===== config.mk =====
export PLATFORM = sky130hd
export DESIGN_NAME = sample_fetcher
export DESIGN_NICKNAME = d
export VERILOG_FILES = /design/src/rtl/bus_pkg.sv /design/src/rtl/audio_pkg.sv /design/src/rtl/sample_fetcher.sv
export SDC_FILE = /design/constraint.sdc
export NUM_CORES = 1
export LEC_CHECK = 0
export ABC_CLOCK_PERIOD_IN_PS = 3960
export BUFFER_PORTS_ARGS = -buffer_cell sky130_fd_sc_hd__buf_2
export CORE_ASPECT_RATIO = 1.5
export CORE_UTILIZATION = 45
export DETAILED_ROUTE_END_ITERATION = 12
export PLACE_DENSITY_LB_ADDON = 0.15
export SLEW_MARGIN = 25
export SYNTH_ARGS = -nofsm -noshare
export SYNTH_HDL_FRONTEND = slang
export SYNTH_SLANG_ARGS = --single-unit

===== constraint.sdc =====
create_clock -name sys -period 3.96 [get_ports sys]
set_input_delay 0.792 -clock sys [delete_from_list [all_inputs] [get_ports sys]]
set_output_delay 0.792 -clock sys [all_outputs]
set_load 0.1 [all_outputs]

===== src/rtl/bus_pkg.sv =====
package bus_pkg;

	// Bus widths
	localparam int ADDR_WIDTH = 16;
	localparam int DATA_WIDTH = 8;
	localparam int RAM_ADDR_WIDTH = 11;

	// Byte address seen on APB and on the system bus
	typedef logic [ADDR_WIDTH-1:0] addr_t;

	// One bus datum
	typedef logic [DATA_WIDTH-1:0] data_t;

	// Word index into the 2 kB RAM
	typedef logic [RAM_ADDR_WIDTH-1:0] ram_addr_t;

	// RAM at $0000 to $07FF
	localparam addr_t RAM_BASE = 16'h0000;
	localparam addr_t RAM_SIZE = 16'h0800;

	// Audio register block, one 256 byte page
	localparam addr_t REG_BASE = 16'h1000;

endpackage


===== src/rtl/audio_pkg.sv =====
package audio_pkg;

	// One unsigned 8-bit sample
	typedef logic [7:0] sample_t;

	// Clock cycles between two samples
	typedef logic [15:0] period_t;

	// Samples in the loop, minus one
	typedef logic [10:0] length_t;

	// Register offsets inside the register page
	// 16-bit registers take the high byte at offset + 1
	localparam logic [7:0] OFS_CTRL = 8'h00;
	localparam logic [7:0] OFS_BASE = 8'h04;
	localparam logic [7:0] OFS_LENGTH = 8'h08;
	localparam logic [7:0] OFS_PERIOD = 8'h0c;
	localparam logic [7:0] OFS_STATUS = 8'h10;

	// Sample fetcher states
	typedef enum logic [1:0] {
		IDLE,
		WAIT,
		FETCH
	} fetch_state_t;

endpackage


===== src/rtl/sample_fetcher.sv =====
`timescale 1ns/1ps

module sample_fetcher import bus_pkg::*, audio_pkg::*; #(
	parameter int PERIOD_WIDTH = 16
) (
	input logic sys,
	input logic rst_n,
	// Control from the register block
	input logic enable,
	input addr_t base,
	input length_t length,
	input logic [PERIOD_WIDTH-1:0] period,
	// System bus master, read only
	output logic fetch_req,
	output addr_t fetch_addr,
	input logic fetch_gnt,
	input data_t rd_data,
	// Audio out
	output sample_t audio,
	output logic wrap
);

fetch_state_t state;
logic [PERIOD_WIDTH-1:0] count;
length_t index;
logic last;
logic load;

assign fetch_req = state == FETCH;
assign fetch_addr = base + addr_t'(index);
assign last = index == length;

always_ff @(posedge sys) begin
	if (!rst_n) begin
		state <= IDLE;
		count <= '0;
		index <= '0;
		load <= 1'b0;
		wrap <= 1'b0;
	end else begin
		load <= 1'b0;
		wrap <= 1'b0;
		case (state)
		IDLE: begin
			if (enable) begin
				state <= WAIT;
				count <= period;
			end
		end
		WAIT: begin
			if (!enable) begin
				state <= IDLE;
				index <= '0;
			end else if (count <= PERIOD_WIDTH'(1)) begin
				state <= FETCH;
			end else begin
				count <= count - PERIOD_WIDTH'(1);
			end
		end
		FETCH: begin
			if (!enable) begin
				state <= IDLE;
				index <= '0;
			end else if (fetch_gnt) begin
				// Read happens at this edge, data arrives next cycle
				state <= WAIT;
				count <= period;
				load <= 1'b1;
				wrap <= last;
				index <= last ? '0 : index + length_t'(1);
			end
		end
		default: state <= IDLE;
		endcase
	end
end

// Sample register, holds its value while stopped
always_ff @(posedge sys) begin
	if (!rst_n)
		audio <= '0;
	else if (load)
		audio <= rd_data;
end

endmodule


==> results of run 1 <==
-- stage by stage --
step / util / worst slack, ns / hold WS (ns) / total power, mW
after detailed placement: 0.564 / 0.203 / 0.478 / 0.708
after global routing: 0.585 / 0.103 / 0.516 / 1.10
after global placement: 0.564 / 0.240 / 0.468 / 0.704
after floorplan: - / 0.0263 / 0.454 / 0.633
after CTS: 0.584 / 0.203 / 0.492 / 1.06
final: 0.585 / 0.216 / 0.493 / 1.05
-- final timing paths --
check	from	end	slack, ns	depth (start not counted)
max	base[0]	fetch_addr[10]	0.22	9
min	count[15]	count[15]	0.49	2
max reg2reg	count[7]	count[0]	1.68	5
min reg2reg	count[15]	count[15]	0.49	2
-- layer usage --
layer,vias to the layer above,part of all wire,track usage
met5,-,0,0
met4,0,0.012,0.0671
met3,7,0.045,0.0304
met2,86,0.54,0.423
met1,1342,0.40,0.236
li1,1446,-,-
-- power groups by stage --
stage,logic (mW),clock network [mW],registers (mW)
4_1_cts,0.277,0.356,0.423
2_1_floorplan,0.206,0,0.427
3_5_place_dp,0.276,0,0.432
6_report,0.277,0.351,0.423
3_3_place_gp,0.272,0,0.432
5_1_grt,0.300,0.372,0.426
-- flip-flops by register name, summed over array words and instances (netlist names) --
name and count:
index 11, wrap 1, state 2, load 1, count 16, audio 8
-- cells in the mapped netlist, drive strengths merged (5+ instances only) --
cell type   n
nor3        8
nor2       40
nand2b      5
a21o        6
inv        10
ha         14
o32ai       7
clkbuf     11
dfxtp      39
xnor2      11
xor2       13
nand2      38
o21ai      20
and3        6
o211ai      7
a21oi      29
o31ai       5
nand4       6
nor4        6
o22ai       5
mux2i       8
nand3      11
-- cell families after synthesis --
kind of cell,Yosys count
xor gates and xnor gates,24
adders and majority gates,15
muxes,8
DFF,39
buffers and inverters,25
and+or+nand+nor,138
AOI/OAI and AO/OA,105
-- worst register-to-register path, delay by kind of cell, from the launching register on --
kind / cells / cell delay (ns)
simple gates: 3 / 0.95
compound gates: 2 / 0.85
flops: 1 / 0.37
-- final cells by class --
| class | instances | area share |
|---|---|---|
| sequential | 39 | 0.227 |
| clock inverter | 2 | 0.0102 |
| multi-input combinational | 290 | 0.567 |
| clock buffer | 6 | 0.0240 |
| timing repair buffer | 82 | 0.134 |
| inverter | 10 | 0.0109 |
| tap | 72 | 0.0262 |
==> impl_metrics.tcl, run 1 <==
set metrics [dict create \
    core-area_sq_mm 0.00587 \
    wirelength_um 6990 \
    finalNetCount 498 \
    ys_top_cells_by_area "dfxtp_1 28%, ha_1 6.3%, nor2_1 5.4%" \
    die_area_sq_mm 0.00649 \
    critPathSlowestCell "or4_1" \
    portBuffers 80 \
    worst-setup-path-type "input port to primary output" \
    clkSinkCount 39 \
    place_hpwl_um 5380 \
    finalSetupTns_ns 0 \
    finalCriticalPeriod_ns 3.74 \
    maxSlewViolCount 0 \
    pwr-share-seq 0.402 \
    die_x_um 66.1 \
    ant_nets 0 \
    power.density_mw_per_mm2 306 \
    clkPwrFrac 0.334 \
    stdcell_count 501 \
    cts-root-buf "clkbuf_8" \
    grt_max_degree 37 \
    synthArstFlopShare 0 \
    internal-power_mw 0.705 \
    wl_per_cell_um 14.0 \
    fp.dieH_um 98.2 \
    dp_cells 493 \
    drive_gt1_frac 0.259 \
    cp.arrival_ns 2.95 \
    drv_cap 0 \
    rsz0062_at_grt "no" \
    grtUsageTotal 0.220 \
    std_cell_rows 34 \
    ys_seq_area_frac 0.281 \
    worst_pin_slew_ns 0.967 \
    power.switching_mw 0.346 \
    numCtsBuffers 5 \
    required_ns 3.17 \
    path_clk_slew_ns 0.09 \
    vias 2881 \
    syn_area_per_cell_sq_um 7.84 \
    cp_top_family "compound AO/OA/AOI/OAI gates" \
    routed_via_density 5.75 \
    regArea_sq_um 781 \
    final_area_sq_mm 0.00344 \
    grt_antenna_before_repair 0 \
    synth_top_area_share 0.281 \
    synth_cells 354 \
    gp_congestion 0.826 \
    htree_levels 2 \
    status "finished clean" \
    synthMuxAreaShare 0.0289 \
    first_global_vias 2644 \
    overflow 0 \
    hold_path.class "register to register" \
    cts_resized 0 \
    ys_warn_count 0 \
    hold_buffers 0 \
    end_kind "primary output" \
    multi_input_area_sq_mm 0.00195 \
    synth_compound_area_frac 0.254 \
    finalClockSkew_ns 0.0140 \
    fmax_ghz 0.267 \
    cts_setup_buffers 0 \
    synth_simple_gate_area_frac 0.252 \
    synthesis.area_sq_mm 0.00277 \
    synth_adder_area_share 0.0704 \
    synthFlopType "dfxtp_1" \
    p_sw_frac 0.329 \
    peakVddDrop_v 0.000241 \
    fillers 577 \
    remaining_drc_errors 0 \
    cpPeakStageDelay_ns 0.42 \
    synth_top_family_by_area "compound AO/OA/AOI/OAI gates" \
    synth_area_leader_cell "dfxtp_1" \
    synth_edf_count 0 \
    yosysUniqueCellTypes 60 \
    pin_count 81 \
    grt_pass1_wl_um 11400 \
    area_growth_pct 23.9 \
    drt_iter0_drc 70 \
    cp_max_fo 5 \
    combinationalPowerShare 0.264 \
    path_cells "buf_2 > ha_1 > fa_1 > a21o_1 > a221oi_2 > a21oi_1 > or4_1 > nand3_1 > buf_12" \
    clk_latency_ns 0.30 \
    ys_ff_latch 39 \
    post_dp_cell_area_sq_mm 0.00331 \
    max_slew_margin 0.355 \
    worstSetupStartpointType "input port" \
    setup-violations-final 0 \
    synth-xor-area-share 0.0758 \
    fin_crit_sh 0.945 \
    syn-num-nets 424 \
    hold_viol 0 \
    diodes 0 \
    start_util 0.473 \
    cts_tree "done" \
    final_cell_mix "77 x buf_2, 39 x nor2_1, 39 x dfxtp_1" \
    cp_num_buf_inv 2 \
    cts.path.max_buffers 2 \
    final_common_cell "buf_2" \
    p_leak_nw 1.55 \
    drtPass1Iterations 4 \
]
No activity file was read; power rests on OpenSTA's default activity.
==> run 2, diff against run 1 <==
--- a/config.mk
+++ b/config.mk
@@ -10,7 +10,7 @@
 export CORE_ASPECT_RATIO = 1.5
 export CORE_UTILIZATION = 45
 export DETAILED_ROUTE_END_ITERATION = 12
-export PLACE_DENSITY_LB_ADDON = 0.15
+export PLACE_DENSITY = 0.75
 export SLEW_MARGIN = 25
 export SYNTH_ARGS = -nofsm -noshare
 export SYNTH_HDL_FRONTEND = slang
==> impl_metrics.tcl, run 2 (same netlist as run 1, synthesis figures left out) <==
set metrics [dict create \
    area_growth_pct 22.6 \
    routedLengthMet1_um 2770 \
    regArea_sq_um 781 \
    worst_pin_slew_ns 0.939 \
    reg2reg_from "count[7]" \
    worst-setup-path-type "input port to primary output" \
    grtUsageTotal 0.218 \
    peakVddDrop_v 0.000231 \
    wirelength_um 6950 \
    path_depth 9 \
    routed.top_layer "met4" \
    hp-start "count[15]" \
    cp_top_family "compound AO/OA/AOI/OAI gates" \
    finalCriticalPeriod_ns 3.79 \
    reg2reg_slack_ns 1.72 \
    fp.dieH_um 98.2 \
    cp.arrival_ns 3.00 \
    status "finished clean" \
    finalSetupTns_ns 0 \
    gp_congestion 0.823 \
    overflow 0 \
    start_util 0.473 \
    drive_gt1_frac 0.254 \
    max_slew_margin 0.373 \
    critPathSlowestCell "or4_1" \
    hold_buffers 0 \
    place_ws_ns 0.147 \
    power.density_mw_per_mm2 283 \
    routed_via_density 5.70 \
    regToRegEndpoint "count[9]" \
    p_total_mw 0.962 \
    fin_crit_sh 0.957 \
    finalClockSkew_ns 0.00436 \
    multi_input_area_sq_mm 0.00195 \
    largest_register_ffs 16 \
    cts.path.max_buffers 2 \
    fillers 566 \
    place_hpwl_um 5270 \
    htree_levels 2 \
    route.met2.wl_um 3800 \
    setup.worst_path.end "fetch_addr[10]" \
    die_area_sq_mm 0.00649 \
    final.setup.worst_slack_ns 0.169 \
    cpPeakStageDelay_ns 0.44 \
    rsz0062_at_grt "no" \
    required_ns 3.17 \
    maxSlewViolCount 0 \
    cts_resized 0 \
    reg2reg_depth 5 \
    pin_count 81 \
    cts_tree "done" \
    cts-root-buf "clkbuf_8" \
    first_global_vias 2643 \
    grt_max_degree 38 \
    ant_nets 0 \
    drtPass1Iterations 4 \
    numCtsBuffers 5 \
    cp_max_fo 5 \
    p_leak_nw 1.53 \
    core-area_sq_mm 0.00587 \
    die_x_um 66.1 \
    setup-violations-final 0 \
    fmax_ghz 0.264 \
    hold_viol 0 \
    portBuffers 80 \
    cts_setup_buffers 0 \
    path_cells "buf_2 > ha_1 > fa_1 > a21o_1 > a221oi_2 > a21oi_1 > or4_1 > nand3_1 > buf_12" \
    clk_latency_ns 0.29 \
    grt_pass1_wl_um 11300 \
    drt_iter0_drc 84 \
    clkSinkCount 39 \
    diodes 0 \
    wl_per_cell_um 13.9 \
    reg_top3 "count: 16 flops, index: 11 flops, audio: 8 flops" \
    final_common_cell "buf_2" \
    finalNetCount 498 \
    worstSetupStartpointType "input port" \
    final_cell_mix "77 x buf_2, 39 x nor2_1, 39 x dfxtp_1" \
    end_kind "primary output" \
    std_cell_rows 34 \
    post_dp_cell_area_sq_mm 0.00331 \
    largest-register "count" \
    cp_num_buf_inv 2 \
    path_clk_slew_ns 0.07 \
    remaining_drc_errors 0 \
    grt_antenna_before_repair 0 \
    drv_cap 0 \
    cp-startpoint "base[0]" \
    vias 2858 \
    final_area_sq_mm 0.00340 \
    wl_met3_um 247 \
    hold_path.class "register to register" \
    post-route-util 0.579 \
]
run 2: worst min-delay path by stage:
| stage | end | slack [ns] | cells past startpoint |
|---|---|---|---|
| after floorplan | count[14] | 0.45 | 2 |
| after global placement | count[15] | 0.47 | 2 |
| after detailed placement | count[15] | 0.47 | 2 |
| after CTS | count[15] | 0.48 | 2 |
| after global routing | count[15] | 0.51 | 2 |
| final | count[15] | 0.48 | 2 |
run 2: metrics by stage:
stage               hold WS, ns  instances
floorplan                 0.454        354
global placement          0.469        493
detailed placement        0.470        493
CTS                       0.480        501
global route              0.505        501
finish                    0.483        501
run 2: final cells by class:
class                      instances  area share
sequential                        39       0.230
inverter                          10      0.0110
multi-input combinational        290       0.573
clock inverter                     1     0.00147
clock buffer                       7      0.0225
tap                               72      0.0265
timing repair buffer              82       0.135
run 2: worst register-to-register path: stages (launching register included):
cell and delay [ns]:
dfxtp_1 0.37, nor4_1 0.40, nand4_1 0.32, o21ai_4 0.65, nor2_1 0.13, o221a_2 0.26
run 2: where the power goes:
group          switching (mW)  internal, mW
logic                   0.181        0.0952
clock network           0.138         0.124
registers              0.0175         0.406
run 2: per-layer routing:
metal,vias to the layer above,GRT usage
li1,1446,-
met1,1329,0.231
met2,73,0.419
met3,10,0.0245
met4,0,0.0818
met5,-,0
==> run 3, diff against run 2 <==
--- a/config.mk
+++ b/config.mk
@@ -6,11 +6,13 @@
 export NUM_CORES = 1
 export LEC_CHECK = 0
 export ABC_CLOCK_PERIOD_IN_PS = 3960
-export BUFFER_PORTS_ARGS = -buffer_cell sky130_fd_sc_hd__buf_2
+export CELL_PAD_IN_SITES_DETAIL_PLACEMENT = 2
+export CELL_PAD_IN_SITES_GLOBAL_PLACEMENT = 2
 export CORE_ASPECT_RATIO = 1.5
-export CORE_UTILIZATION = 45
+export CORE_UTILIZATION = 36
 export DETAILED_ROUTE_END_ITERATION = 12
-export PLACE_DENSITY = 0.75
+export DONT_BUFFER_PORTS = 1
+export PLACE_DENSITY = 0.84
 export SLEW_MARGIN = 25
 export SYNTH_ARGS = -nofsm -noshare
 export SYNTH_HDL_FRONTEND = slang
==> impl_metrics.tcl, run 3 (same netlist as run 1, synthesis figures left out) <==
set metrics [dict create \
    status "finished clean" \
    worstSetupStartpointType "input port" \
    cp_max_fo 5 \
    pin_count 81 \
    gp_congestion 0.776 \
    hold_depth 2 \
    ant_nets 0 \
    setup-violations-final 0 \
    p_leak_nw 1.31 \
    std_cell_rows 38 \
    path_cells "ha_1 > fa_1 > a21o_1 > a221oi_2 > a21oi_1 > or4_1 > nand3_1 > buf_12" \
    clk_latency_ns 0.31 \
    fillers 880 \
    place_hpwl_um 6940 \
    path_depth 8 \
    worst_pin_slew_ns 0.992 \
    setup.worst_path.end "fetch_addr[10]" \
    fp.dieH_um 110 \
    finalSetupTns_ns 0 \
    remaining_drc_errors 0 \
    grtUsageTotal 0.231 \
    reg2reg_from "count[4]" \
    reg2reg_slack_ns 1.43 \
    htree_levels 2 \
    drtPass1Iterations 4 \
    numCtsBuffers 5 \
    critPathSlowestCell "fa_1" \
    reg_top3 "count: 16 flops, index: 11 flops, audio: 8 flops" \
    rsz0062_at_grt "no" \
    cts_tree "done" \
    power.density_mw_per_mm2 340 \
    cts-root-buf "clkbuf_8" \
    finalClockSkew_ns 0.00490 \
    die_area_sq_mm 0.00807 \
    final_common_cell "dfxtp_1" \
    finalCriticalPeriod_ns 3.68 \
    first_global_vias 3007 \
    portBuffers 0 \
    regToRegEndpoint "count[3]" \
    maxSlewViolCount 0 \
    start_util 0.379 \
    hold_buffers 0 \
    fin_crit_sh 0.930 \
    wirelength_um 8880 \
    core-area_sq_mm 0.00732 \
    vias 2723 \
    area_growth_pct 16.5 \
    cts.path.max_buffers 2 \
    diodes 0 \
    max_slew_margin 0.338 \
    required_ns 3.17 \
    cp.arrival_ns 2.89 \
    worst-setup-path-type "input port to primary output" \
    final_cell_mix "39 x dfxtp_1, 38 x nor2_1, 37 x nand2_1" \
    end_kind "primary output" \
    drv_cap 0 \
    largest_register_ffs 16 \
    routed_via_density 5.87 \
    drt_iter0_drc 58 \
    drive_gt1_frac 0.140 \
    grt_pass1_wl_um 14200 \
    hold_path.class "register to register" \
    overflow 0 \
    fmax_ghz 0.272 \
    p_total_mw 1.10 \
    hold_viol 0 \
    cp_top_family "compound AO/OA/AOI/OAI gates" \
    cts_resized 0 \
    die_x_um 73.7 \
    cp_num_buf_inv 1 \
    post-route-util 0.441 \
    peakVddDrop_v 0.000198 \
    largest-register "count" \
    path_clk_slew_ns 0.08 \
    clkSinkCount 39 \
    cpPeakStageDelay_ns 0.43 \
    finalNetCount 433 \
    wl_per_cell_um 19.1 \
    reg2reg_depth 6 \
    cts_setup_buffers 0 \
    cp-startpoint "base[0]" \
    grt_antenna_before_repair 0 \
    grt_max_degree 38 \
]
## run 3: how the worst min path moves through the flow
stage                   start        end  slack [ns]
finish              count[15]  count[15]        0.49
global route        count[15]  count[15]        0.52
CTS                 count[14]  count[14]        0.50
detailed placement  count[15]  count[15]        0.49
global placement    count[15]  count[15]        0.47
floorplan           count[14]  count[14]        0.45
## run 3: area by class of cell
type                       count  area, sq um  area share
clock buffer                   5         68.8      0.0213
clock inverter                 3         67.6      0.0209
inverter                      10         37.5      0.0116
multi-input combinational    290         1990       0.615
sequential                    39          781       0.242
tap                          100          125      0.0387
timing repair buffer          17          165      0.0511
## run 3: layer usage
metal | global-route usage | wire length (um)
met2 | 0.461 | 5050
met3 | 0.0376 | 245
met5 | 0 | 0
met1 | 0.223 | 3340
met4 | 0.104 | 252
## run 3: where the power goes
group          internal, mW  leakage (nW)  switching (mW)
logic                0.0829         0.927           0.173
clock network         0.252        0.0644           0.165
registers             0.406         0.317          0.0188
## run 3: stage by stage
step           cells  worst slack, ns  cell area (sq um)  hold WS (ns)
3_3_place_gp     456            0.286               3080         0.470
4_1_cts          464            0.271               3230         0.499
2_1_floorplan    354           0.0263               2830         0.454
5_1_grt          464            0.175               3230         0.517
6_report         464            0.278               3230         0.494
3_5_place_dp     456            0.273               3090         0.486
## run 3: worst min-delay path, delay by kind of cell (launching register included)
family | cells | cell delay (ns)
AOI/OAI and AO/OA | 2 | 0.13
DFF | 1 | 0.32
