[src/rtl/bus_pkg.sv]
package bus_pkg;

	// Bus widths
	localparam int ADDR_WIDTH = 16;
	localparam int DATA_WIDTH = 8;
	localparam int RAM_ADDR_WIDTH = 11;

	// Byte address seen on APB and on the system bus
	typedef logic [ADDR_WIDTH-1:0] addr_t;

	// One bus datum
	typedef logic [DATA_WIDTH-1:0] data_t;

	// Word index into the 2 kB RAM
	typedef logic [RAM_ADDR_WIDTH-1:0] ram_addr_t;

	// RAM at $0000 to $07FF
	localparam addr_t RAM_BASE = 16'h0000;
	localparam addr_t RAM_SIZE = 16'h0800;

	// Audio register block, one 256 byte page
	localparam addr_t REG_BASE = 16'h1000;

endpackage

[src/rtl/audio_pkg.sv]
package audio_pkg;

	// One unsigned 8-bit sample
	typedef logic [7:0] sample_t;

	// Clock cycles between two samples
	typedef logic [15:0] period_t;

	// Samples in the loop, minus one
	typedef logic [10:0] length_t;

	// Register offsets inside the register page
	// 16-bit registers take the high byte at offset + 1
	localparam logic [7:0] OFS_CTRL = 8'h00;
	localparam logic [7:0] OFS_BASE = 8'h04;
	localparam logic [7:0] OFS_LENGTH = 8'h08;
	localparam logic [7:0] OFS_PERIOD = 8'h0c;
	localparam logic [7:0] OFS_STATUS = 8'h10;

	// Sample fetcher states
	typedef enum logic [1:0] {
		IDLE,
		WAIT,
		FETCH
	} fetch_state_t;

endpackage

[src/rtl/host_bridge.sv]
`timescale 1ns/1ps

module host_bridge import bus_pkg::*, audio_pkg::*; #(
	parameter int PERIOD_WIDTH = 16
) (
	input logic sys,
	input logic rst_n,
	// APB slave
	input logic psel,
	input logic penable,
	input logic pwrite,
	input addr_t paddr,
	input data_t pwdata,
	output data_t prdata,
	output logic pready,
	output logic pslverr,
	// System bus master
	output logic host_req,
	output logic host_we,
	output addr_t host_addr,
	output data_t host_wdata,
	input logic host_gnt,
	input data_t rd_data,
	// Audio control
	output logic enable,
	output addr_t base,
	output length_t length,
	output logic [PERIOD_WIDTH-1:0] period,
	input logic wrap,
	output logic irq
);

typedef enum logic [1:0] {
	ACC_IDLE,
	ACC_REQ,
	ACC_DATA
} acc_state_t;

acc_state_t state, state_next;
addr_t ram_off;
logic ram_hit;
logic reg_page;
logic reg_hit;
logic first_access;
logic reg_wr;
logic [7:0] offset;
data_t reg_rdata;
period_t period_r;

// Address decode
assign ram_off = paddr - RAM_BASE;
assign ram_hit = ram_off < RAM_SIZE;
assign reg_page = paddr[15:8] == REG_BASE[15:8];
assign offset = paddr[7:0];

// First cycle of an APB access phase
assign first_access = psel & penable & (state == ACC_IDLE);
assign reg_wr = first_access & ~ram_hit & reg_hit & pwrite;

// Register read mux, also flags the valid offsets
always_comb begin
	reg_hit = 1'b0;
	reg_rdata = '0;
	if (reg_page) begin
		reg_hit = 1'b1;
		case (offset)
		OFS_CTRL: reg_rdata = {7'b0, enable};
		OFS_BASE: reg_rdata = base[7:0];
		OFS_BASE + 8'd1: reg_rdata = base[15:8];
		OFS_LENGTH: reg_rdata = length[7:0];
		OFS_LENGTH + 8'd1: reg_rdata = {5'b0, length[10:8]};
		OFS_PERIOD: reg_rdata = period_r[7:0];
		OFS_PERIOD + 8'd1: reg_rdata = period_r[15:8];
		OFS_STATUS: reg_rdata = {7'b0, irq};
		default: reg_hit = 1'b0;
		endcase
	end
end

// APB response
assign pready = (first_access & ~ram_hit) | (state == ACC_DATA);
assign pslverr = first_access & ~ram_hit & ~reg_hit;
assign prdata = (state == ACC_DATA) ? rd_data : reg_rdata;

// RAM request, held until granted
assign host_req = (first_access & ram_hit) | (state == ACC_REQ);
assign host_we = pwrite;
assign host_addr = paddr;
assign host_wdata = pwdata;

always_comb begin
	state_next = state;
	case (state)
	ACC_IDLE: if (first_access && ram_hit)
		state_next = host_gnt ? ACC_DATA : ACC_REQ;
	ACC_REQ: if (host_gnt)
		state_next = ACC_DATA;
	default: state_next = ACC_IDLE;
	endcase
end

always_ff @(posedge sys) begin
	if (!rst_n)
		state <= ACC_IDLE;
	else
		state <= state_next;
end

// Audio registers and sticky irq
always_ff @(posedge sys) begin
	if (!rst_n) begin
		enable <= 1'b0;
		base <= '0;
		length <= '0;
		period_r <= '0;
		irq <= 1'b0;
	end else begin
		if (reg_wr) begin
			case (offset)
			OFS_CTRL: enable <= pwdata[0];
			OFS_BASE: base[7:0] <= pwdata;
			OFS_BASE + 8'd1: base[15:8] <= pwdata;
			OFS_LENGTH: length[7:0] <= pwdata;
			OFS_LENGTH + 8'd1: length[10:8] <= pwdata[2:0];
			OFS_PERIOD: period_r[7:0] <= pwdata;
			OFS_PERIOD + 8'd1: period_r[15:8] <= pwdata;
			default: ;
			endcase
		end
		// A wrap in the same cycle as the clear wins
		if (wrap)
			irq <= 1'b1;
		else if (reg_wr && offset == OFS_STATUS && pwdata[0])
			irq <= 1'b0;
	end
end

assign period = period_r[PERIOD_WIDTH-1:0];

endmodule

[config.mk]
export PLATFORM = sky130hd
export DESIGN_NAME = host_bridge
export DESIGN_NICKNAME = d
export VERILOG_FILES = /design/src/rtl/bus_pkg.sv /design/src/rtl/audio_pkg.sv /design/src/rtl/host_bridge.sv
export SDC_FILE = /design/constraint.sdc
export NUM_CORES = 1
export LEC_CHECK = 0
export BUFFER_PORTS_ARGS = -buffer_cell sky130_fd_sc_hd__buf_2
export CAP_MARGIN = 5
export CORE_MARGIN = 2
export CORE_UTILIZATION = 43
export DETAILED_ROUTE_END_ITERATION = 12
export PLACE_DENSITY_LB_ADDON = 0.1
export SLEW_MARGIN = 25
export SYNTH_ARGS = -nofsm -noshare
export SYNTH_HDL_FRONTEND = slang
export SYNTH_SLANG_ARGS = --single-unit
export TNS_END_PERCENT = 5
[constraint.sdc]
create_clock -name sys -period 3.3 [get_ports sys]
set_input_delay 0.99 -clock sys [delete_from_list [all_inputs] [get_ports sys]]
set_output_delay 0.99 -clock sys [all_outputs]
set_load 0.05 [all_outputs]
==> results of run 1 <==
[cell families after synthesis]
group	after synthesis
multiplexers	56
AND/OR/NAND/NOR	113
AO/OA/AOI/OAI	31
buffers and inverters	45
flip-flops	47
[worst max-delay path, delay by kind of cell]
family / cells / cell delay (ns)
buf+inv: 2 / 0.30
compound gates: 1 / 0.38
simple gates: 3 / 0.91
[routing by layer]
layer	vias to the layer above	wire (um)
met3	6	400
met5	-	0
met4	0	83
met2	79	3660
met1	1207	3360
li1	1268	-
[worst paths after layout]
path	startpoint	end
setup reg to reg	state[0]$_SDFFE_PN0P_	base[3]$_SDFFE_PN0P_
hold reg to reg	base[13]$_SDFFE_PN0P_	base[13]$_SDFFE_PN0P_
hold / removal	base[13]$_SDFFE_PN0P_	base[13]$_SDFFE_PN0P_
setup / recovery	paddr[11]	prdata[6]
[what timing repair did]
item                                   in CTS  in global routing
endpoints found under the hold margin       0                  0
pin swaps                                   3                  2
resized for setup                          27                  5
buffers inserted                            0                  0
setup endpoints to repair                  11                 10
[stage by stage]
stage | setup TNS [ns] | power (uW) | setup slack (ns) | utilization | area, sq um
after detailed placement | -2.85 | 787 | -0.389 | 0.587 | 3510
after floorplan | -2.87 | 730 | -0.365 | - | 2810
after global placement | -2.66 | 786 | -0.371 | 0.587 | 3510
after global routing | -2.21 | 1260 | -0.375 | 0.626 | 3750
final | -1.44 | 1210 | -0.269 | 0.626 | 3750
after CTS | -1.41 | 1220 | -0.287 | 0.623 | 3730
[layout make-up]
cell class	count	area, sq um	area share
flip-flops and latches	47	941	0.251
clock inverters	2	35.0	0.00934
repair buffers	156	950	0.253
well taps	75	93.8	0.0250
multi-input cells	200	1640	0.437
clock buffers	6	82.6	0.0220
inverters	3	11.3	0.00300
[registers in the layout, summed over array words and instances (netlist names)]
register,cells
base,16
enable,1
length,11
period,16
irq,1
state,2
[Yosys cell counts (all sizes together)]
master	count
o21bai	1
o41ai	2
mux4	3
a21o	1
nand2	65
or3b	1
clkbuf	10
a22o	4
nand3	6
nand3b	1
mux2i	49
nor4	8
or4b	2
a22oi	3
nand4b	2
nor3b	1
dfxtp	47
a211oi	4
nor2b	3
mux2	4
inv	3
a32oi	3
o21ai	7
nand4	2
a2bb2oi	2
o21a	2
nand2b	2
buf	32
or3	2
a21oi	1
or2	1
and3	1
and4	1
nor3	7
a31oi	1
and2	1
nor2	3
and3b	1
or4	3
[power by group through the flow]
stage          logic (uW)  registers [uW]  clock network (uW)
2_1_floorplan         145             586                   0
3_3_place_gp          204             582                   0
3_5_place_dp          205             582                   0
4_1_cts               209             569                 443
5_1_grt               221             569                 466
6_report              210             569                 429
==> reports/results.ini, run 1 <==
[clock_tree]
cts_buffers = 5
clock_path_buffers = 2
h-tree-depth = 2
clk_latency_ns = 0.29
clock_sinks = 47
cts-root-buf = clkbuf_8
cts_tree = yes
path_clk_slew_ns = 0.08
hold_buffers = 0

[run_status]
outcome = finished with violations
violations = negative setup slack

[die]
rows = 28
start_util = 0.452
dieHeight_um = 83.4
num_io_pins = 120
die_area_sq_mm = 0.00695
die_x_um = 83.4
core_area_sq_mm = 0.00599

[synthesis]
syn-cell-area_sq_mm = 0.00271
synth_compound_area_frac = 0.0831
muxShareOfSynthArea = 0.223
synth_top_family_by_area = simple AND/OR/NAND/NOR gates
yosys.area.top_type = dfxtp_1
synth-simple-area-share = 0.247
synth_xor_area_frac = 0
yosysTopAreaCellShare = 0.347
synth_seq_cells = 47
yosysUniqueCellTypes = 50
avgSynthCellArea_sq_um = 9.28
synth.yosys.warnings = 0
netlist_instances = 292
syn-num-nets = 331
synthTopCellsByArea = dfxtp_1 (35%), mux2i_1 (18%), nand2_1 (9.0%), buf_4 (7.2%), nor4_4 (3.1%)
synthAdderAreaFrac = 0
synth-seq-area-share = 0.347

[cells_and_area]
final_cell_mix = buf_2 (108), nand2_1 (64), mux2i_1 (49)
fillCellCount = 551
area_growth_pct = 38.4
n_antenna_cell = 0
layoutNonFillerInstCount = 489
final_nets = 452
layout_commonest_cell = buf_2
drive_above_1_share = 0.493

[worst_setup_path]
arrival_ns = 2.58
path_cells = buf_6, or4_4, nor4_4, nand2_2, o41ai_4, buf_6
reg2regPathDepth = 5
slowest_delay_ns = 0.55
slowest_stage = or4_4
crit_path_end_kind = primary output
cpMostUsedCell = buf_6
startpoint_type = primary input
critical_path_class = primary input to primary output
critPathRequiredTime_ns = 2.31
crit_path_max_fanout = 3
reg2reg_slack_ns = 1.46

[drt]
wirelength_mm = 7.50
drc_errors = 0
drtPass1Iterations = 4
antenna_left = 0
drtIter0Drc = 97
dr_total_vias = 2560
via_per_inst = 5.24
wl_per_cell_um = 15.3

[global_routing]
groute.usage.overall = 0.212
gr-usage-met2 = 0.357
met3_usage = 0.0368
use_met1 = 0.284
antenna_found_initial = 0
grt_max_degree = 20
grt_pass1_vias = 2437
grt_pass1_wl_mm = 12.0
grt-busiest-layer = met2
overflow = 0

[placed_design]
port_buffers = 119
gp_congestion = 0.793
dp_cells = 481
dp_hpwl_mm = 5.89

[hold_path]
hp-class = register to register
min_path_cells = 2

[timing]
whs_ns = 0.478
slew_violations = 0
max_freq_ghz = 0.280
finClkSkew_ns = 0.00327
fin_crit_ns = 3.57
finalCritPeriodShare = 1.08
slew_headroom = 0.518
finalSetupViolations = 8
finalWorstSetupSlack_ns = -0.269
hold_viol = 0
worst_pin_slew_ns = 0.721
rsz0062_at_grt = true

[power]
p_seq_frac = 0.471
power_density_mw_per_mm2 = 322
p_leak_uw = 0.00192
switchingPower_uw = 328
combPwrFrac = 0.174
swShare = 0.271
internal_power_uw = 880
irDropWorstVdd_v = 0.000269
p_clk_frac = 0.355

[run]
drv_cap = 0

Note: power is estimated with default switching activity, not from simulation.
==> inputs of run 2 (changes only) <==
==> constraint.sdc (replaced) <==
create_clock -name sys -period 3.3 [get_ports sys]
set_input_delay 0.66 -clock sys [delete_from_list [all_inputs] [get_ports sys]]
set_output_delay 0.66 -clock sys [all_outputs]
set_load 0.05 [all_outputs]
==> run 2 against run 1 <==
- the run now ends clean
- non-clock buffer count fell by 21
- largest cell class unchanged
- maximum frequency grew 12%
- hold slack got worse by 0.0029 ns
- critical endpoint is now prdata[3]
==> reports/results.ini, run 2 (synthesized netlist as in run 1, its figures left out) <==
[run_status]
outcome = finished clean

[timing]
finalCritPeriodShare = 0.964
whs_ns = 0.475
finClkSkew_ns = 0.00281
hold_viol = 0
fin_crit_ns = 3.18
finalSetupViolations = 0
slew_violations = 0
slew_headroom = 0.444
rsz0062_at_grt = false
worst_pin_slew_ns = 0.835
max_freq_ghz = 0.314

[placed_design]
dp_cells = 460
gp_congestion = 0.840
dp_hpwl_mm = 5.59
port_buffers = 119

[die]
rows = 28
num_io_pins = 120
die_x_um = 83.4
die_area_sq_mm = 0.00695
start_util = 0.452
dieHeight_um = 83.4
core_area_sq_mm = 0.00599

[power]
power_density_mw_per_mm2 = 334
power_uw = 1130
p_seq_frac = 0.503
p_leak_uw = 0.00174
internal_power_uw = 812
p_clk_frac = 0.331
irDropWorstVdd_v = 0.000195
switchingPower_uw = 318
swShare = 0.282
combPwrFrac = 0.166

[global_routing]
grt_pass1_wl_mm = 12.0
grt_max_degree = 48
overflow = 0
antenna_found_initial = 0
grt_pass1_vias = 2328
groute.usage.overall = 0.212

[worst_setup_path]
slowest_stage = or4_4
cpMostUsedCell = buf_2
arrival_ns = 2.52
crit_path_end_kind = primary output
startpoint_type = primary input
critPathRequiredTime_ns = 2.64
critical_path_class = primary input to primary output
slowest_delay_ns = 0.54
path_cells = buf_2, or4_4, nor4_1, nand2_1, o41ai_4, buf_2
crit_path_max_fanout = 3

[hold_path]
hp-class = register to register

[clock_tree]
cts_tree = yes
clk_latency_ns = 0.29
cts-root-buf = clkbuf_8
clock_sinks = 47
cts_buffers = 5
path_clk_slew_ns = 0.08
hold_buffers = 0
clock_path_buffers = 2
ctsResizeCount = 0
h-tree-depth = 2
postCtsSetupBuffers = 0

[drt]
drtIter0Drc = 102
wirelength_mm = 7.47
via_per_inst = 5.40
drtPass1Iterations = 4
dr_total_vias = 2528
drc_errors = 0
antenna_left = 0
wl_per_cell_um = 16.0

[cells_and_area]
layout_commonest_cell = buf_2
final_nets = 431
multi_input_area_sq_mm = 0.00152
n_antenna_cell = 0
seq_area_sq_um = 941
drive_above_1_share = 0.422
finish.utilization = 0.565
layoutNonFillerInstCount = 468
area_growth_pct = 24.9
fillCellCount = 582
final_cell_mix = buf_2 (119), nand2_1 (65), mux2i_1 (49)

[run]
drv_cap = 0

-- run 2: per-layer routing --
| layer | GRT usage | share of wire |
|---|---|---|
| met1 | 0.286 | 0.45 |
| met2 | 0.350 | 0.47 |
| met3 | 0.0437 | 0.065 |
| met4 | 0.0447 | 0.0091 |
| met5 | 0 | 0 |
-- run 2: path summary, 6_finish.rpt --
| path | start | to | slack [ns] | depth (start not counted) |
|---|---|---|---|---|
| worst max-delay path | paddr[11] | prdata[3] | 0.12 | 6 |
| worst min-delay path | base[0]$_SDFFE_PN0P_ | base[0]$_SDFFE_PN0P_ | 0.47 | 2 |
| worst max register to register | state[0]$_SDFFE_PN0P_ | base[4]$_SDFFE_PN0P_ | 1.38 | 5 |
| worst min register to register | base[0]$_SDFFE_PN0P_ | base[0]$_SDFFE_PN0P_ | 0.47 | 2 |
-- run 2: worst max-delay path, delay by kind of cell --
kind,cells,cell delay (ns)
simple gates,3,1.14
compound gates,1,0.31
buf+inv,2,0.40
-- run 2: power by group through the flow --
stage | Combinational, uW | Sequential (uW) | Clock, uW
floorplan | 142 | 586 | 0
CTS | 188 | 569 | 388
detailed placement | 187 | 582 | 0
global route | 199 | 569 | 406
global placement | 187 | 582 | 0
finish | 187 | 569 | 374
-- run 2: final cells by class --
type	instances	share of cell area
multi-input cells	200	0.450
flip-flops and latches	47	0.278
repair buffers	135	0.211
clock buffers	8	0.0296
well taps	75	0.0277
inverters	3	0.00333
-- run 2: metrics by stage --
stage,setup TNS (ns),setup WS (ns),area (sq um)
2_1_floorplan,-0.0389,-0.0389,2740
3_3_place_gp,0,0.138,3280
3_5_place_dp,0,0.104,3280
4_1_cts,0,0.0954,3380
5_1_grt,0,0.0430,3380
6_report,0,0.119,3380
==> inputs of run 3 (changes only) <==
Clock period 3.3 ns to 2.65 ns, I/O delays scaled along.
==> run 3 against run 2 <==
- the flow now finishes with violations (negative setup slack)
- die area unchanged
- sequential share of layout area decreased by 1.9 points
- largest cell class unchanged
- sequential power increased by 24%
- largest power group unchanged
- critical endpoint unchanged
==> reports/results.ini, run 3 (synthesized netlist as in run 1, its figures left out) <==
[die]
dieHeight_um = 83.4
die_area_sq_mm = 0.00695
rows = 28
num_io_pins = 120
core_area_sq_mm = 0.00599
start_util = 0.452
die_x_um = 83.4

[worst_setup_path]
r2r-end = base[0]$_SDFFE_PN0P_
reg2regPathDepth = 5
crit_path_max_fanout = 3
critPathRequiredTime_ns = 2.12
crit_path_end_kind = primary output
cp_num_buf_inv = 4
cp_top_family = simple AND/OR/NAND/NOR gates
slowest_stage = or3_1
path_cells = buf_2, or3_1, nor4_1, buf_4, nand2_1, buf_6, o41ai_4, buf_6
worstReg2RegStart = state[0]$_SDFFE_PN0P_
startpoint_type = primary input
reg2reg_slack_ns = 0.82
critical_path_class = primary input to primary output
cpMostUsedCell = buf_6
arrival_ns = 2.15
slowest_delay_ns = 0.41

[drt]
drtPass1Iterations = 4
drc_errors = 0
top_layer = met4
wl_per_cell_um = 15.9
drtIter0Drc = 91
wirelength_mm = 7.73
via_per_inst = 5.29
wl_met3_um = 493
antenna_left = 0
met2_length_mm = 3.79
met1_length_mm = 3.36
dr_total_vias = 2575

[clock_tree]
clk_latency_ns = 0.29
postCtsSetupBuffers = 0
path_clk_slew_ns = 0.08
cts_buffers = 5
clock_sinks = 47
cts_tree = yes
cts-root-buf = clkbuf_8
clock_path_buffers = 2
h-tree-depth = 2

[timing]
worst_pin_slew_ns = 0.585
slew_violations = 0
finalSetupViolations = 1
fin_crit_ns = 2.68
finClkSkew_ns = 0.00251
finalWorstSetupSlack_ns = -0.0341
finalCritPeriodShare = 1.01
hold_viol = 0
slew_headroom = 0.610
max_freq_ghz = 0.373
rsz0062_at_grt = true
whs_ns = 0.429

[power]
power_density_mw_per_mm2 = 379
irDropWorstVdd_v = 0.000241
p_leak_uw = 0.00188
power_uw = 1380

[placed_design]
gp_congestion = 0.802
dp_cells = 479
dp_hpwl_mm = 5.90
post-place-ws_ns = -0.151
port_buffers = 119

[global_routing]
overflow = 0
grt_max_degree = 32
groute.usage.overall = 0.213
grt_pass1_wl_mm = 12.0
grt_pass1_vias = 2411
antenna_found_initial = 0

[cells_and_area]
finish.utilization = 0.606
final_cell_mix = buf_2 (109), nand2_1 (65), mux2i_1 (49)
n_antenna_cell = 0
layout_commonest_cell = buf_2
seq_area_sq_um = 941
fillCellCount = 536
multi_input_area_sq_mm = 0.00157
drive_above_1_share = 0.466
layoutNonFillerInstCount = 487
final_nets = 450
area_growth_pct = 34.0

[hold_path]
hp-class = primary input to register
whs_endpoint = irq$_SDFFE_PN0P_
worstHoldStart = wrap
min_path_cells = 2

[run]
drv_cap = 0

[run_status]
violations = negative setup slack
outcome = finished with violations

## run 3: cell count changes in the layout (fill, tap and decap cells not counted), moves of 2 or more
| cell | change |
|---|---|
| o21ai_1 | -5 |
| clkbuf_8 | -2 |
| buf_4 | +16 |
| o21ai_2 | +5 |
| buf_6 | +11 |
| buf_2 | -10 |
## run 3: worst register-to-register path, cell delays in order (launching register included)
cell and delay, ns:
dfxtp_1 0.33, or2_2 0.35, nor4_4 0.41, and4_1 0.32, buf_12 0.16, mux2i_1 0.19
## run 3: worst max-delay path by stage
stage | start | endpoint | slack, ns | cells after the start
floorplan | paddr[2] | pslverr | -0.34 | 4
global placement | paddr[11] | prdata[3] | -0.16 | 8
detailed placement | paddr[11] | prdata[3] | -0.15 | 8
CTS | paddr[11] | prdata[3] | -0.04 | 8
global route | paddr[11] | prdata[3] | -0.09 | 8
finish | paddr[5] | prdata[3] | -0.03 | 8
## run 3: where the power goes
part           switching (uW)  internal (uW)
logic                     173           79.2
registers                1.14            707
clock network             229            186
## run 3: metal layers
layer	track usage	vias up
li1	-	1261
met1	0.285	1204
met2	0.356	102
met3	0.0378	8
met4	0.0537	0
met5	0	-
## run 3: what timing repair did
action | CTS | global route
pin swaps | 0 | 1
gates resized for setup | 20 | 7
cloned | 0 | 0
endpoints found under the setup margin | 8 | 8
hold buffers | 0 | 0
## run 3: per-stage QoR
step | area, sq um | TNS [ns]
final | 3630 | -0.0341
after global routing | 3630 | -0.224
after global placement | 3460 | -0.744
after CTS | 3600 | -0.0447
after floorplan | 2750 | -2.30
after detailed placement | 3460 | -0.767
## run 3: cell type report
cell class | instances | area share
inverters | 3 | 0.00310
clock inverters | 1 | 0.00138
multi-input cells | 200 | 0.432
flip-flops and latches | 47 | 0.259
well taps | 75 | 0.0258
repair buffers | 154 | 0.258
clock buffers | 7 | 0.0210
